==> src/hw/noc_pkg.sv <==
`default_nettype none

package noc_pkg;

	// field widths of a flit, which matches the serial word bit for bit
	localparam int DEST_W = 2;
	localparam int PAYLOAD_W = 14;
	localparam int WORD_W = DEST_W + PAYLOAD_W;

	localparam int NUM_DEST = 4;

	// receive clock enable pulses per serial bit
	localparam int OVERSAMPLE = 16;

	typedef logic [DEST_W-1:0] dest_t;

	typedef enum logic
	{
		PORT_LOCAL = 1'b0,
		PORT_SERIAL = 1'b1
	} port_t;

	// dest sits in the two upper bits
	typedef struct packed
	{
		dest_t dest;
		logic [PAYLOAD_W-1:0] payload;
	} flit_t;

	// indexed by destination
	typedef port_t [NUM_DEST-1:0] route_map_t;

endpackage

`default_nettype wire

==> src/hw/baud_gen.sv <==
`timescale 1ns/1ps
`default_nettype none

module baud_gen #(
	parameter logic [11:0] BAUD_FREQ = 12'd288,
	parameter logic [15:0] BAUD_LIMIT = 16'd15625
) (
	input wire CLK,
	input wire RST_N,
	output logic ce_16
);

	logic [16:0] acc;
	logic [16:0] acc_sum;

	// one spare bit so the sum cannot wrap
	assign acc_sum = acc + 17'(BAUD_FREQ);

	always_ff @(posedge CLK)
	begin
		if (RST_N)
		begin
			acc <= '0;
			ce_16 <= 1'b0;
		end
		else if (acc_sum >= 17'(BAUD_LIMIT))
		begin
			acc <= acc_sum - 17'(BAUD_LIMIT);
			ce_16 <= 1'b1;
		end
		else
		begin
			acc <= acc_sum;
			ce_16 <= 1'b0;
		end
	end

endmodule

`default_nettype wire

==> src/hw/flit_fifo.sv <==
`timescale 1ns/1ps
`default_nettype none

module flit_fifo #(
	parameter int DEPTH = 4
) (
	input wire CLK,
	input wire RST_N,
	input wire push,
	input wire noc_pkg::flit_t push_flit,
	input wire pop,
	output noc_pkg::flit_t head,
	output logic empty,
	output logic full
);
	import noc_pkg::*;

	localparam int PTR_W = (DEPTH > 1) ? $clog2(DEPTH) : 1;
	localparam int CNT_W = $clog2(DEPTH + 1);

	flit_t mem [DEPTH];
	logic [PTR_W-1:0] rd_ptr;
	logic [PTR_W-1:0] wr_ptr;
	logic [CNT_W-1:0] count;
	logic do_push;
	logic do_pop;

	// depth need not be a power of two
	function automatic logic [PTR_W-1:0] next_ptr(input logic [PTR_W-1:0] ptr);
		if (ptr == PTR_W'(DEPTH - 1))
			return '0;
		return ptr + 1'b1;
	endfunction

	assign do_push = push && !full;
	assign do_pop = pop && !empty;
	assign empty = (count == '0);
	assign full = (count == CNT_W'(DEPTH));
	assign head = mem[rd_ptr];

	always_ff @(posedge CLK)
	begin
		if (RST_N)
		begin
			rd_ptr <= '0;
			wr_ptr <= '0;
			count <= '0;
		end
		else
		begin
			if (do_push)
				wr_ptr <= next_ptr(wr_ptr);
			if (do_pop)
				rd_ptr <= next_ptr(rd_ptr);
			if (do_push && !do_pop)
				count <= count + 1'b1;
			else if (do_pop && !do_push)
				count <= count - 1'b1;
		end
	end

	always_ff @(posedge CLK)
	begin
		if (do_push)
			mem[wr_ptr] <= push_flit;
	end

endmodule

`default_nettype wire

==> src/hw/router_core.sv <==
`timescale 1ns/1ps
`default_nettype none

module router_core #(
	parameter noc_pkg::route_map_t ROUTE_MAP =
		'{1: noc_pkg::PORT_LOCAL, default: noc_pkg::PORT_SERIAL},
	parameter int BUF_DEPTH = 4,
	parameter int EJECT_DEPTH = 4
) (
	input wire CLK,
	input wire RST_N,
	input wire inject_valid,
	input wire noc_pkg::flit_t inject_flit,
	output logic inject_credit,
	input wire rx_valid,
	input wire noc_pkg::flit_t rx_word,
	output logic eject_valid,
	output noc_pkg::flit_t eject_flit,
	input wire eject_credit,
	output logic tx_start,
	output noc_pkg::flit_t tx_flit,
	input wire tx_busy,
	input wire ser_ready
);
	import noc_pkg::*;

	localparam int IN_LOCAL = 0;
	localparam int IN_SERIAL = 1;
	localparam int CNT_W = $clog2(EJECT_DEPTH + 1);

	flit_t buf_head [2];
	logic [1:0] buf_empty;
	logic [1:0] buf_full;
	logic [1:0] buf_pop;
	port_t [1:0] head_port;
	logic [1:0] out_ready;
	// indexed [output][input]
	logic [1:0][1:0] req;
	logic [1:0][1:0] gnt;
	// per output, the input that wins a tie
	logic [1:0] prio;
	logic [CNT_W-1:0] eject_cnt;

	function automatic logic [1:0] rr_pick(input logic [1:0] r, input logic p);
		if (&r)
			return 2'b01 << p;
		return r;
	endfunction

	flit_fifo #(.DEPTH(BUF_DEPTH)) local_buf (
		.CLK(CLK),
		.RST_N(RST_N),
		.push(inject_valid),
		.push_flit(inject_flit),
		.pop(buf_pop[IN_LOCAL]),
		.head(buf_head[IN_LOCAL]),
		.empty(buf_empty[IN_LOCAL]),
		.full(buf_full[IN_LOCAL])
	);

	// no back-pressure on the link, overflow words are dropped
	flit_fifo #(.DEPTH(BUF_DEPTH)) serial_buf (
		.CLK(CLK),
		.RST_N(RST_N),
		.push(rx_valid && !buf_full[IN_SERIAL]),
		.push_flit(rx_word),
		.pop(buf_pop[IN_SERIAL]),
		.head(buf_head[IN_SERIAL]),
		.empty(buf_empty[IN_SERIAL]),
		.full(buf_full[IN_SERIAL])
	);

	always_comb
	begin
		out_ready[PORT_LOCAL] = (eject_cnt != '0);
		// tx_busy lags tx_start by a cycle
		out_ready[PORT_SERIAL] = !tx_busy && ser_ready && !tx_start;
		for (int i = 0; i < 2; i++)
			head_port[i] = ROUTE_MAP[buf_head[i].dest];
		for (int o = 0; o < 2; o++)
		begin
			for (int i = 0; i < 2; i++)
				req[o][i] = !buf_empty[i] && (head_port[i] == port_t'(o)) && out_ready[o];
			gnt[o] = rr_pick(req[o], prio[o]);
		end
		buf_pop = gnt[PORT_LOCAL] | gnt[PORT_SERIAL];
	end

	always_ff @(posedge CLK)
	begin
		if (RST_N)
		begin
			eject_valid <= 1'b0;
			tx_start <= 1'b0;
			inject_credit <= 1'b0;
			prio <= '0;
			eject_cnt <= CNT_W'(EJECT_DEPTH);
		end
		else
		begin
			eject_valid <= |gnt[PORT_LOCAL];
			tx_start <= |gnt[PORT_SERIAL];
			inject_credit <= buf_pop[IN_LOCAL];
			// the other input goes first next time
			for (int o = 0; o < 2; o++)
				if (|gnt[o])
					prio[o] <= !gnt[o][IN_SERIAL];
			case ({|gnt[PORT_LOCAL], eject_credit})
				2'b10: eject_cnt <= eject_cnt - 1'b1;
				2'b01: eject_cnt <= eject_cnt + 1'b1;
				default: ;
			endcase
		end
	end

	always_ff @(posedge CLK)
	begin
		if (|gnt[PORT_LOCAL])
			eject_flit <= gnt[PORT_LOCAL][IN_SERIAL] ? buf_head[IN_SERIAL] : buf_head[IN_LOCAL];
		if (|gnt[PORT_SERIAL])
			tx_flit <= gnt[PORT_SERIAL][IN_SERIAL] ? buf_head[IN_SERIAL] : buf_head[IN_LOCAL];
	end

endmodule

`default_nettype wire

==> src/hw/serial_node.sv <==
`timescale 1ns/1ps
`default_nettype none

module serial_node #(
	parameter noc_pkg::route_map_t ROUTE_MAP =
		'{1: noc_pkg::PORT_LOCAL, default: noc_pkg::PORT_SERIAL},
	parameter int BUF_DEPTH = 4,
	parameter int EJECT_DEPTH = 4,
	// 100 MHz clock and 115200 baud
	parameter logic [11:0] BAUD_FREQ = 12'd288,
	parameter logic [15:0] BAUD_LIMIT = 16'd15625
) (
	input wire CLK,
	input wire RST_N,
	input wire inject_valid,
	input wire noc_pkg::flit_t inject_flit,
	output logic inject_credit,
	output logic eject_valid,
	output noc_pkg::flit_t eject_flit,
	input wire eject_credit,
	input wire ser_in,
	output logic ser_out,
	input wire ser_ready
);
	import noc_pkg::*;

	logic ce_16;
	logic rx_valid;
	flit_t rx_word;
	logic tx_start;
	flit_t tx_flit;
	logic tx_busy;

	baud_gen #(
		.BAUD_FREQ(BAUD_FREQ),
		.BAUD_LIMIT(BAUD_LIMIT)
	) baud_gen_0 (
		.CLK(CLK),
		.RST_N(RST_N),
		.ce_16(ce_16)
	);

	uart_rx uart_rx_0 (
		.CLK(CLK),
		.RST_N(RST_N),
		.ce_16(ce_16),
		.ser_in(ser_in),
		.rx_valid(rx_valid),
		.rx_word(rx_word)
	);

	uart_tx uart_tx_0 (
		.CLK(CLK),
		.RST_N(RST_N),
		.ce_16(ce_16),
		.tx_start(tx_start),
		.tx_flit(tx_flit),
		.tx_busy(tx_busy),
		.ser_out(ser_out)
	);

	router_core #(
		.ROUTE_MAP(ROUTE_MAP),
		.BUF_DEPTH(BUF_DEPTH),
		.EJECT_DEPTH(EJECT_DEPTH)
	) router_core_0 (
		.CLK(CLK),
		.RST_N(RST_N),
		.inject_valid(inject_valid),
		.inject_flit(inject_flit),
		.inject_credit(inject_credit),
		.rx_valid(rx_valid),
		.rx_word(rx_word),
		.eject_valid(eject_valid),
		.eject_flit(eject_flit),
		.eject_credit(eject_credit),
		.tx_start(tx_start),
		.tx_flit(tx_flit),
		.tx_busy(tx_busy),
		.ser_ready(ser_ready)
	);

endmodule

`default_nettype wire

==> src/hw/uart_rx.sv <==
`timescale 1ns/1ps
`default_nettype none

module uart_rx (
	input wire CLK,
	input wire RST_N,
	input wire ce_16,
	input wire ser_in,
	output logic rx_valid,
	output noc_pkg::flit_t rx_word
);
	import noc_pkg::*;

	localparam int SAMPLE_W = $clog2(OVERSAMPLE);
	localparam int BIT_W = $clog2(WORD_W);

	typedef enum logic [1:0] {RX_IDLE, RX_START, RX_DATA, RX_STOP} rx_state_t;

	rx_state_t state;
	logic [1:0] sync_q;
	logic [SAMPLE_W-1:0] sample_cnt;
	logic [BIT_W-1:0] bit_cnt;
	logic [WORD_W-1:0] shift_q;
	logic rx_bit;
	logic mid_bit;

	// line idles high
	always_ff @(posedge CLK)
	begin
		if (RST_N)
			sync_q <= 2'b11;
		else
			sync_q <= {sync_q[0], ser_in};
	end

	assign rx_bit = sync_q[1];

	// start bit is checked half a bit in, every later bit one full bit apart
	assign mid_bit = ce_16 && ((state == RX_START) ?
		(sample_cnt == SAMPLE_W'(OVERSAMPLE / 2 - 1)) :
		(sample_cnt == SAMPLE_W'(OVERSAMPLE - 1)));

	always_ff @(posedge CLK)
	begin
		if (RST_N)
		begin
			state <= RX_IDLE;
			sample_cnt <= '0;
			bit_cnt <= '0;
			rx_valid <= 1'b0;
		end
		else
		begin
			rx_valid <= 1'b0;
			if (ce_16 && state != RX_IDLE)
				sample_cnt <= mid_bit ? '0 : sample_cnt + 1'b1;
			case (state)
				RX_IDLE:
				begin
					if (!rx_bit)
					begin
						state <= RX_START;
						sample_cnt <= '0;
					end
				end
				RX_START:
				begin
					if (mid_bit)
					begin
						// high again means a glitch, not a start
						state <= rx_bit ? RX_IDLE : RX_DATA;
						bit_cnt <= '0;
					end
				end
				RX_DATA:
				begin
					if (mid_bit)
					begin
						bit_cnt <= bit_cnt + 1'b1;
						if (bit_cnt == BIT_W'(WORD_W - 1))
							state <= RX_STOP;
					end
				end
				default:
				begin
					// bad stop bit drops the word
					if (mid_bit)
					begin
						rx_valid <= rx_bit;
						state <= RX_IDLE;
					end
				end
			endcase
		end
	end

	// lsb first
	always_ff @(posedge CLK)
	begin
		if (state == RX_DATA && mid_bit)
			shift_q <= {rx_bit, shift_q[WORD_W-1:1]};
		if (state == RX_STOP && mid_bit && rx_bit)
			rx_word <= flit_t'(shift_q);
	end

endmodule

`default_nettype wire

==> src/hw/uart_tx.sv <==
`timescale 1ns/1ps
`default_nettype none

module uart_tx (
	input wire CLK,
	input wire RST_N,
	input wire ce_16,
	input wire tx_start,
	input wire noc_pkg::flit_t tx_flit,
	output logic tx_busy,
	output logic ser_out
);
	import noc_pkg::*;

	// start bit, data word, stop bit
	localparam int FRAME_W = WORD_W + 2;
	localparam int SAMPLE_W = $clog2(OVERSAMPLE);
	localparam int BIT_W = $clog2(FRAME_W);

	logic [FRAME_W-1:0] frame_q;
	logic [SAMPLE_W-1:0] sample_cnt;
	logic [BIT_W-1:0] bit_cnt;
	logic bit_end;

	assign bit_end = ce_16 && (sample_cnt == SAMPLE_W'(OVERSAMPLE - 1));

	always_ff @(posedge CLK)
	begin
		if (RST_N)
		begin
			tx_busy <= 1'b0;
			sample_cnt <= '0;
			bit_cnt <= '0;
			ser_out <= 1'b1;
		end
		else
		begin
			ser_out <= tx_busy ? frame_q[0] : 1'b1;
			if (!tx_busy)
			begin
				if (tx_start)
				begin
					tx_busy <= 1'b1;
					sample_cnt <= '0;
					bit_cnt <= '0;
				end
			end
			else if (ce_16)
			begin
				sample_cnt <= sample_cnt + 1'b1;
				if (bit_end)
				begin
					bit_cnt <= bit_cnt + 1'b1;
					// stop bit done
					if (bit_cnt == BIT_W'(FRAME_W - 1))
						tx_busy <= 1'b0;
				end
			end
		end
	end

	always_ff @(posedge CLK)
	begin
		if (!tx_busy && tx_start)
			frame_q <= {1'b1, tx_flit, 1'b0};
		else if (tx_busy && bit_end)
			frame_q <= {1'b1, frame_q[FRAME_W-1:1]};
	end

endmodule

`default_nettype wire

==> config.mk <==
export PLATFORM = sky130hd
export DESIGN_NAME = serial_node
export DESIGN_NICKNAME = d
export VERILOG_FILES = /design/src/hw/noc_pkg.sv /design/src/hw/baud_gen.sv /design/src/hw/flit_fifo.sv /design/src/hw/router_core.sv /design/src/hw/serial_node.sv /design/src/hw/uart_rx.sv /design/src/hw/uart_tx.sv
export SDC_FILE = /design/constraint.sdc
export NUM_CORES = 1
export LEC_CHECK = 0
export BUFFER_PORTS_ARGS = -buffer_cell sky130_fd_sc_hd__clkbuf_2
export CAP_MARGIN = 40
export CORE_MARGIN = 2
export CORE_UTILIZATION = 30
export CTS_BUF_LIST = sky130_fd_sc_hd__clkbuf_16
export DETAILED_ROUTE_END_ITERATION = 8
export MAX_ROUTING_LAYER = met4
export PLACE_DENSITY = 0.53
export SLEW_MARGIN = 20
export SYNTH_ARGS = -nofsm -noshare
export SYNTH_HDL_FRONTEND = slang
export SYNTH_SLANG_ARGS = --single-unit
==> constraint.sdc <==
create_clock -name CLK -period 6.1 [get_ports CLK]
set_clock_uncertainty 0.15 [all_clocks]
set_input_delay 1.22 -clock CLK [delete_from_list [all_inputs] [get_ports CLK]]
set_output_delay 1.22 -clock CLK [all_outputs]
set_load 0.05 [all_outputs]
After elaboration in Yosys (flattened, before gate mapping). Memories as Yosys holds them, arrays and structs flattened. A register that Yosys moved wholly into a read port is not among the register bits. Index checks and enable logic that the tools add are counted.

Equal/unequal tests: 22. Reduce and logical (&&, ||, !) cells: 61. Mux-type cells: 76. Shifts and indexed selects: 2. $mul: 0. Add/sub/neg operators: 16. Div/mod/pow operators: 0. $lt $le $gt $ge: 3. Bitwise logic cells: 5.

Operator list (count): two-way mux 17 bit (3); two-way mux 2 bit (22); two-way mux 4 bit (9); two-way mux 16 bit (2); logical AND 1 bit (27); two-way mux 1 bit (27); two-way mux 5 bit (4); adder 17 x 9 -> 17 bit, second input constant (1); >= comparator 17 x 14 -> 1 bit, second input constant (1); subtractor 17 x 14 -> 17 bit, second input constant (1); nonzero test 2 bit (8); equality test 2 bit, second input constant (7); adder 4 x 1 -> 4 bit, second input constant (3); equality test 4 bit, second input constant (3); zero test 1 bit (12); two-way mux 3 bit (4); adder 3 x 1 -> 3 bit, second input constant (3); subtractor 3 x 1 -> 3 bit, second input constant (3); adder 2 x 1 -> 2 bit, second input constant (4); case mux 4 bit (2 select lines) (1); equality test 3 bit, second input constant (2); zero test 3 bit (2); less-than comparator 2 x 3 -> 1 bit, second input constant (2); != test 2 x 1 -> 1 bit, second input constant (3); 18 further kinds (31).

Bits of input ports: 22. Memories: 2. Bits in registers: 145. Latch bits: 0. Bits in read-only memories: 0. RAM bits: 128.

Memories: router_core_0.local_buf.mem (words 4, bits a word 16, read ports 1, clocked after Yosys merged registers in 1, wr ports 1, RTL line flit_fifo.sv:21) `flit_t mem [DEPTH];`; router_core_0.serial_buf.mem (words 4, bits a word 16, read ports 1, clocked after Yosys merged registers in 1, wr ports 1, RTL line flit_fifo.sv:21).

Longest topological paths before layout.
Depth after elaboration: 15. Depth in mapped cells: 15.

By module. From an unflattened synthesis, not the netlist that was laid out.

Cell total of the unflattened synthesis: 779. Area total of the unflattened synthesis: 11762.5 um^2.

By module, submodules not included: flit_fifo (cells each 134, instances 2, area each 2810.2 um^2); router_core (cells each 115, instances 1, area each 1809.2 um^2); uart_rx (cells each 117, instances 1, area each 1686.6 um^2); baud_gen (cells each 173, instances 1, area each 1406.3 um^2); uart_tx (cells each 106, instances 1, area each 1239.9 um^2).

Worst setup path after synthesis. Ideal clock, no wire load.

Kind: input port to flip-flop. Start: input port ser_ready. End: register router_core_0.serial_buf.count[2]. Stages: 13. Slack: 2386 ps. Arrival: 3493 ps. Cell sequence: nand2_1 > or3b_1 > buf_2 > o21ai_4 > buf_6 > nand2_1 > inv_1 > ha_1 > inv_1 > fa_1 > xor2_1 > or3_1 > a21oi_1.

Cells in the longest elaborated chain, start to end: 11. Elaborated cells on any way between the ends: 14. Those cells by class: mux: 3; bitwise: 1; reduce/logical: 10.

Ends and longest elaborated chain: start, declared (RTL line serial_node.sv:23) `input wire ser_ready`; logical AND 1 bit (*) (2 in series) (RTL line router_core.sv:77) `out_ready[PORT_SERIAL] = !tx_busy && ser_ready && !tx_start;`; logical AND 1 bit (RTL line router_core.sv:83) `req[o][i] = !buf_empty[i] && (head_port[i] == port_t'(o)) && out_ready[o];`; AND reduction 2 bit (RTL line router_core.sv:45) `if (&r)`; two-way mux 1 bit (RTL line router_core.sv:45); two-way mux 2 bit (*) (RTL line router_core.sv:47) `return r;`; OR 2 bit (*) (RTL line router_core.sv:86) `buf_pop = gnt[PORT_LOCAL] | gnt[PORT_SERIAL];`; logical AND 1 bit (*) (RTL line flit_fifo.sv:36) `assign do_pop = pop && !empty;`; zero test 1 bit (RTL line flit_fifo.sv:55) `if (do_push && !do_pop)`; logical AND 1 bit (RTL line flit_fifo.sv:55); two-way mux 3 bit / nonzero test 2 bit (equally long branches); end signal, assigned (RTL line flit_fifo.sv:56) `count <= count + 1'b1;`; end signal, assigned (RTL line flit_fifo.sv:58) `count <= count - 1'b1;`; end, declared (RTL line flit_fifo.sv:24) `logic [CNT_W-1:0] count;`.

Every way passes the cells marked *; elsewhere a longest branch is shown, timed or not. A chain may end at the register's enable or synchronous reset.

==> key figures <==
Outcome
  • Outcome: finished, final reports clean

Setup path
  • CP most frequent cell: inv_1
  • CP max stage cell: dfxtp_1
  • Crit path cell chain: buf_6 -> mux4_2 -> nor2b_1 -> or3b_1 -> o21ai_4 -> nand2_1 -> inv_1 -> ha_1 -> inv_1 -> fa_1 -> xor2_1 -> or3_1 -> a21oi_1
  • Crit Path Class: register to register
  • Top Family by Delay on Critical Path: simple AND/OR/NAND/NOR gates
  • Buf+Inv Stages, Crit Path: 3
  • Crit path capture type: register
  • Largest fanout on the critical path: 19
  • CP Data Required Time: 6410 ps
  • CP arrival: 4510 ps
  • Critical Path Start Type: register
  • Crit-path max cell delay: approximately 600 ps

Drt
  • DR iter-0 viols: 309
  • Drt drc: 0
  • Wirelength per Cell: 16.1 µm
  • Pre-Repair DR Iteration Count: 4
  • Detail Route Antenna Nets: 0
  • Via count: 6077
  • Drt via density: 4.54
  • Final WL: roughly 22 mm

STA
  • Hold Vio Cnt, Final: 0
  • Final setup TNS: 0 ps
  • Final setup viols: 0
  • Worst-Margin Slew: 771 ps
  • Worst rel slew slack: 48.5%
  • Final period util: 68.7%
  • Pins Over Slew Limit: 0
  • Final critical-path required period: about 4200 ps
  • Max Fclk: approximately 240 MHz
  • RSZ-0062 raised after global routing: no
  • Worst Slack Setup Final: 1910 ps

Layout
  • NumNets Final: 857
  • Commonest non-fill, non-tap cell in the layout: edfxtp_1
  • Area Overhead vs Synth: 16.1%
  • Fin area: 13200 µm²
  • Commonest cells after routing, fill and taps aside: 208 x edfxtp_1, 69 x dfxtp_1, 61 x nor2_1, 40 x clkbuf_2
  • Share of cells above drive strength 1: a little over a fifth

Yosys
  • Distinct cell type count after synthesis: 64
  • Average size of a mapped cell: 15.1 µm²
  • Warning count from the yosys run: 0
  • Post-synth EDFFs: 208
  • #FFs+latches synth: approximately 280
  • Synth Flop Type: edfxtp_1
  • Async set-reset flop share out of synthesis: 0%
  • Synthesized area: 11400 µm²
  • Sequential area share after synthesis: 67.2%
  • Post-Syn Nets: 803
  • Cells after Synth: 752

Floorplan
  • FP Rows: 71
  • Core box area: 37500 µm²
  • # IOs: 41
  • DIE AREA: 39400 µm²
  • Die Ht: just under 200 µm
  • Initial core utilization: 30.3%
  • Die X: between 150 and 200 µm

Clock tree
  • Latest clock arrival within the worst-skew pair: 570 ps
  • # clock sinks: 277
  • Clock slew at reported path FFs: 60 ps
  • Post-cts resize count: 0
  • CTS max path bufs: 3
  • H-tree levels: 1
  • CTS tree: yes
  • CTS root buf: clkbuf_16
  • CTS Buf Count: 28
  • Post-CTS setup buffer count: 0
  • Hold buffer count at cts: 0

Power
  • Total power: 5.54 mW
  • Pwr Density: between 400 and 500 nW/µm²
  • P_leak: 4.52 nW
  • Peak VDD IR: 0.218 mV

Placement
  • IO buf count: 40
  • Pre-CTS setup slack: approximately 1800 ps
  • Detail Placement HPWL: 14.3 mm
  • Final RePlAce weighted congestion: 0.741
  • Placed cell area: 12200 µm²

Global route
  • First-pass GRT wire length: 33.9 mm
  • Total track usage: 11.3%
  • Initial antenna violation count: 0
  • Largest net degree at the start of global routing: 40
  • Vias in the first global route: 6090
  • Total grt overflow: 0

Run
  • Max cap viols: 0

Min path
  • Worst Hold Class: register to register
-- worst paths after layout --
| kind | slack [ps] | to | from | cells after the start |
|---|---|---|---|---|
| worst max-delay path | 1910 | router_core_0.serial_buf.count[2] | register | 13 |
| worst min-delay path | 270 | uart_rx_0.rx_word[0] | uart_rx_0.shift_q[0] | 0 |
| worst max register to register | 1910 | router_core_0.serial_buf.count[2] | register | 13 |
| worst min register to register | 270 | uart_rx_0.rx_word[0] | uart_rx_0.shift_q[0] | 0 |
-- per-layer routing --
| layer | up-vias | global-route usage (%) | part of all wire [%] |
|---|---|---|---|
| li1 | 2966 | - | - |
| met1 | 3010 | 14.9 | 48 |
| met2 | 74 | 18.4 | 47 |
| met3 | 27 | 1.54 | 3.2 |
| met4 | 0 | 3.04 | 1.8 |
| met5 | - | - | 0 |
-- final cells by class --
type                            count  area [µm²]
Clock buffer                       28         701
Fill cell                        3593       24300
Timing Repair Buffer               57         415
Antenna cell                        1        2.50
Sequential cell                   277        7630
Tap cell                          511         639
Inverter                           23        86.3
Clock inverter                     24         216
Multi-Input combinational cell    419        3500
-- cells in the mapped netlist (5+ instances only) --
cell type	number	area, µm²
nand4_1	6	37.5
edfxtp_1	208	6250
mux2i_1	9	90.1
mux2_1	7	78.8
nand2b_1	8	50.1
buf_2	8	40.0
xor2_1	16	140
inv_1	23	86.3
a211oi_1	7	52.6
a21oi_1	32	160
nor2b_1	7	43.8
a31oi_1	6	37.5
and2_1	11	68.8
o21ai_0	12	60.1
nor3_1	12	60.1
or3_1	8	50.1
nand3_1	13	65.1
nand2_1	26	97.6
nor2_1	61	229
nor4_1	5	31.3
ha_1	26	325
clkbuf_1	20	75.1
a31o_2	5	43.8
a22o_1	15	131
dfxtp_1	69	1380
mux2_2	23	259
xnor2_1	13	114
mux4_2	32	721
-- registers in the layout, summed over array words and instances, names as in the netlist, 5 cells and up, named ones only --
register / flops
router_core_0.eject_flit: 16
baud_gen_0.acc: 17
uart_rx_0.rx_word: 16
uart_tx_0.frame_q: 17
uart_rx_0.shift_q: 16
router_core_0.tx_flit: 16
uart_tx_0.bit_cnt: 5
router_core_0.serial_buf.mem: 64
router_core_0.local_buf.mem: 64
-- logic make-up (layout without fill, tap and decap cells) --
group	Yosys count	in the layout	share of synthesized area, %
flip-flops	277	277	67.2
AO/OA/AOI/OAI	107	107	6.64
XOR/XNOR	29	29	2.24
adder cells (fa/ha/maj)	29	29	3.39
AND/OR/NAND/NOR	183	183	8.36
other	0	1	0
multiplexers	71	71	10.1
buffers and inverters	56	132	2.07
-- per-stage QoR --
step / hold WS [ps] / instances / util (%)
5_1_grt: 282 / 1339 / 35.2
3_5_place_dp: 257 / 1281 / 32.5
2_1_floorplan: 239 / 752 / -
6_report: 269 / 1340 / 35.2
3_3_place_gp: 260 / 1275 / 32.2
4_1_cts: 268 / 1333 / 34.9
-- where the power goes --
group | total (mW) | switching [mW] | internal, mW | leakage, nW
registers | 2.50 | 0.171 | 2.33 | 2.46
logic | 1.35 | 0.802 | 0.546 | 1.59
clock network | 1.69 | 0.727 | 0.967 | 0.465
No activity file was read; power rests on OpenSTA's default activity.
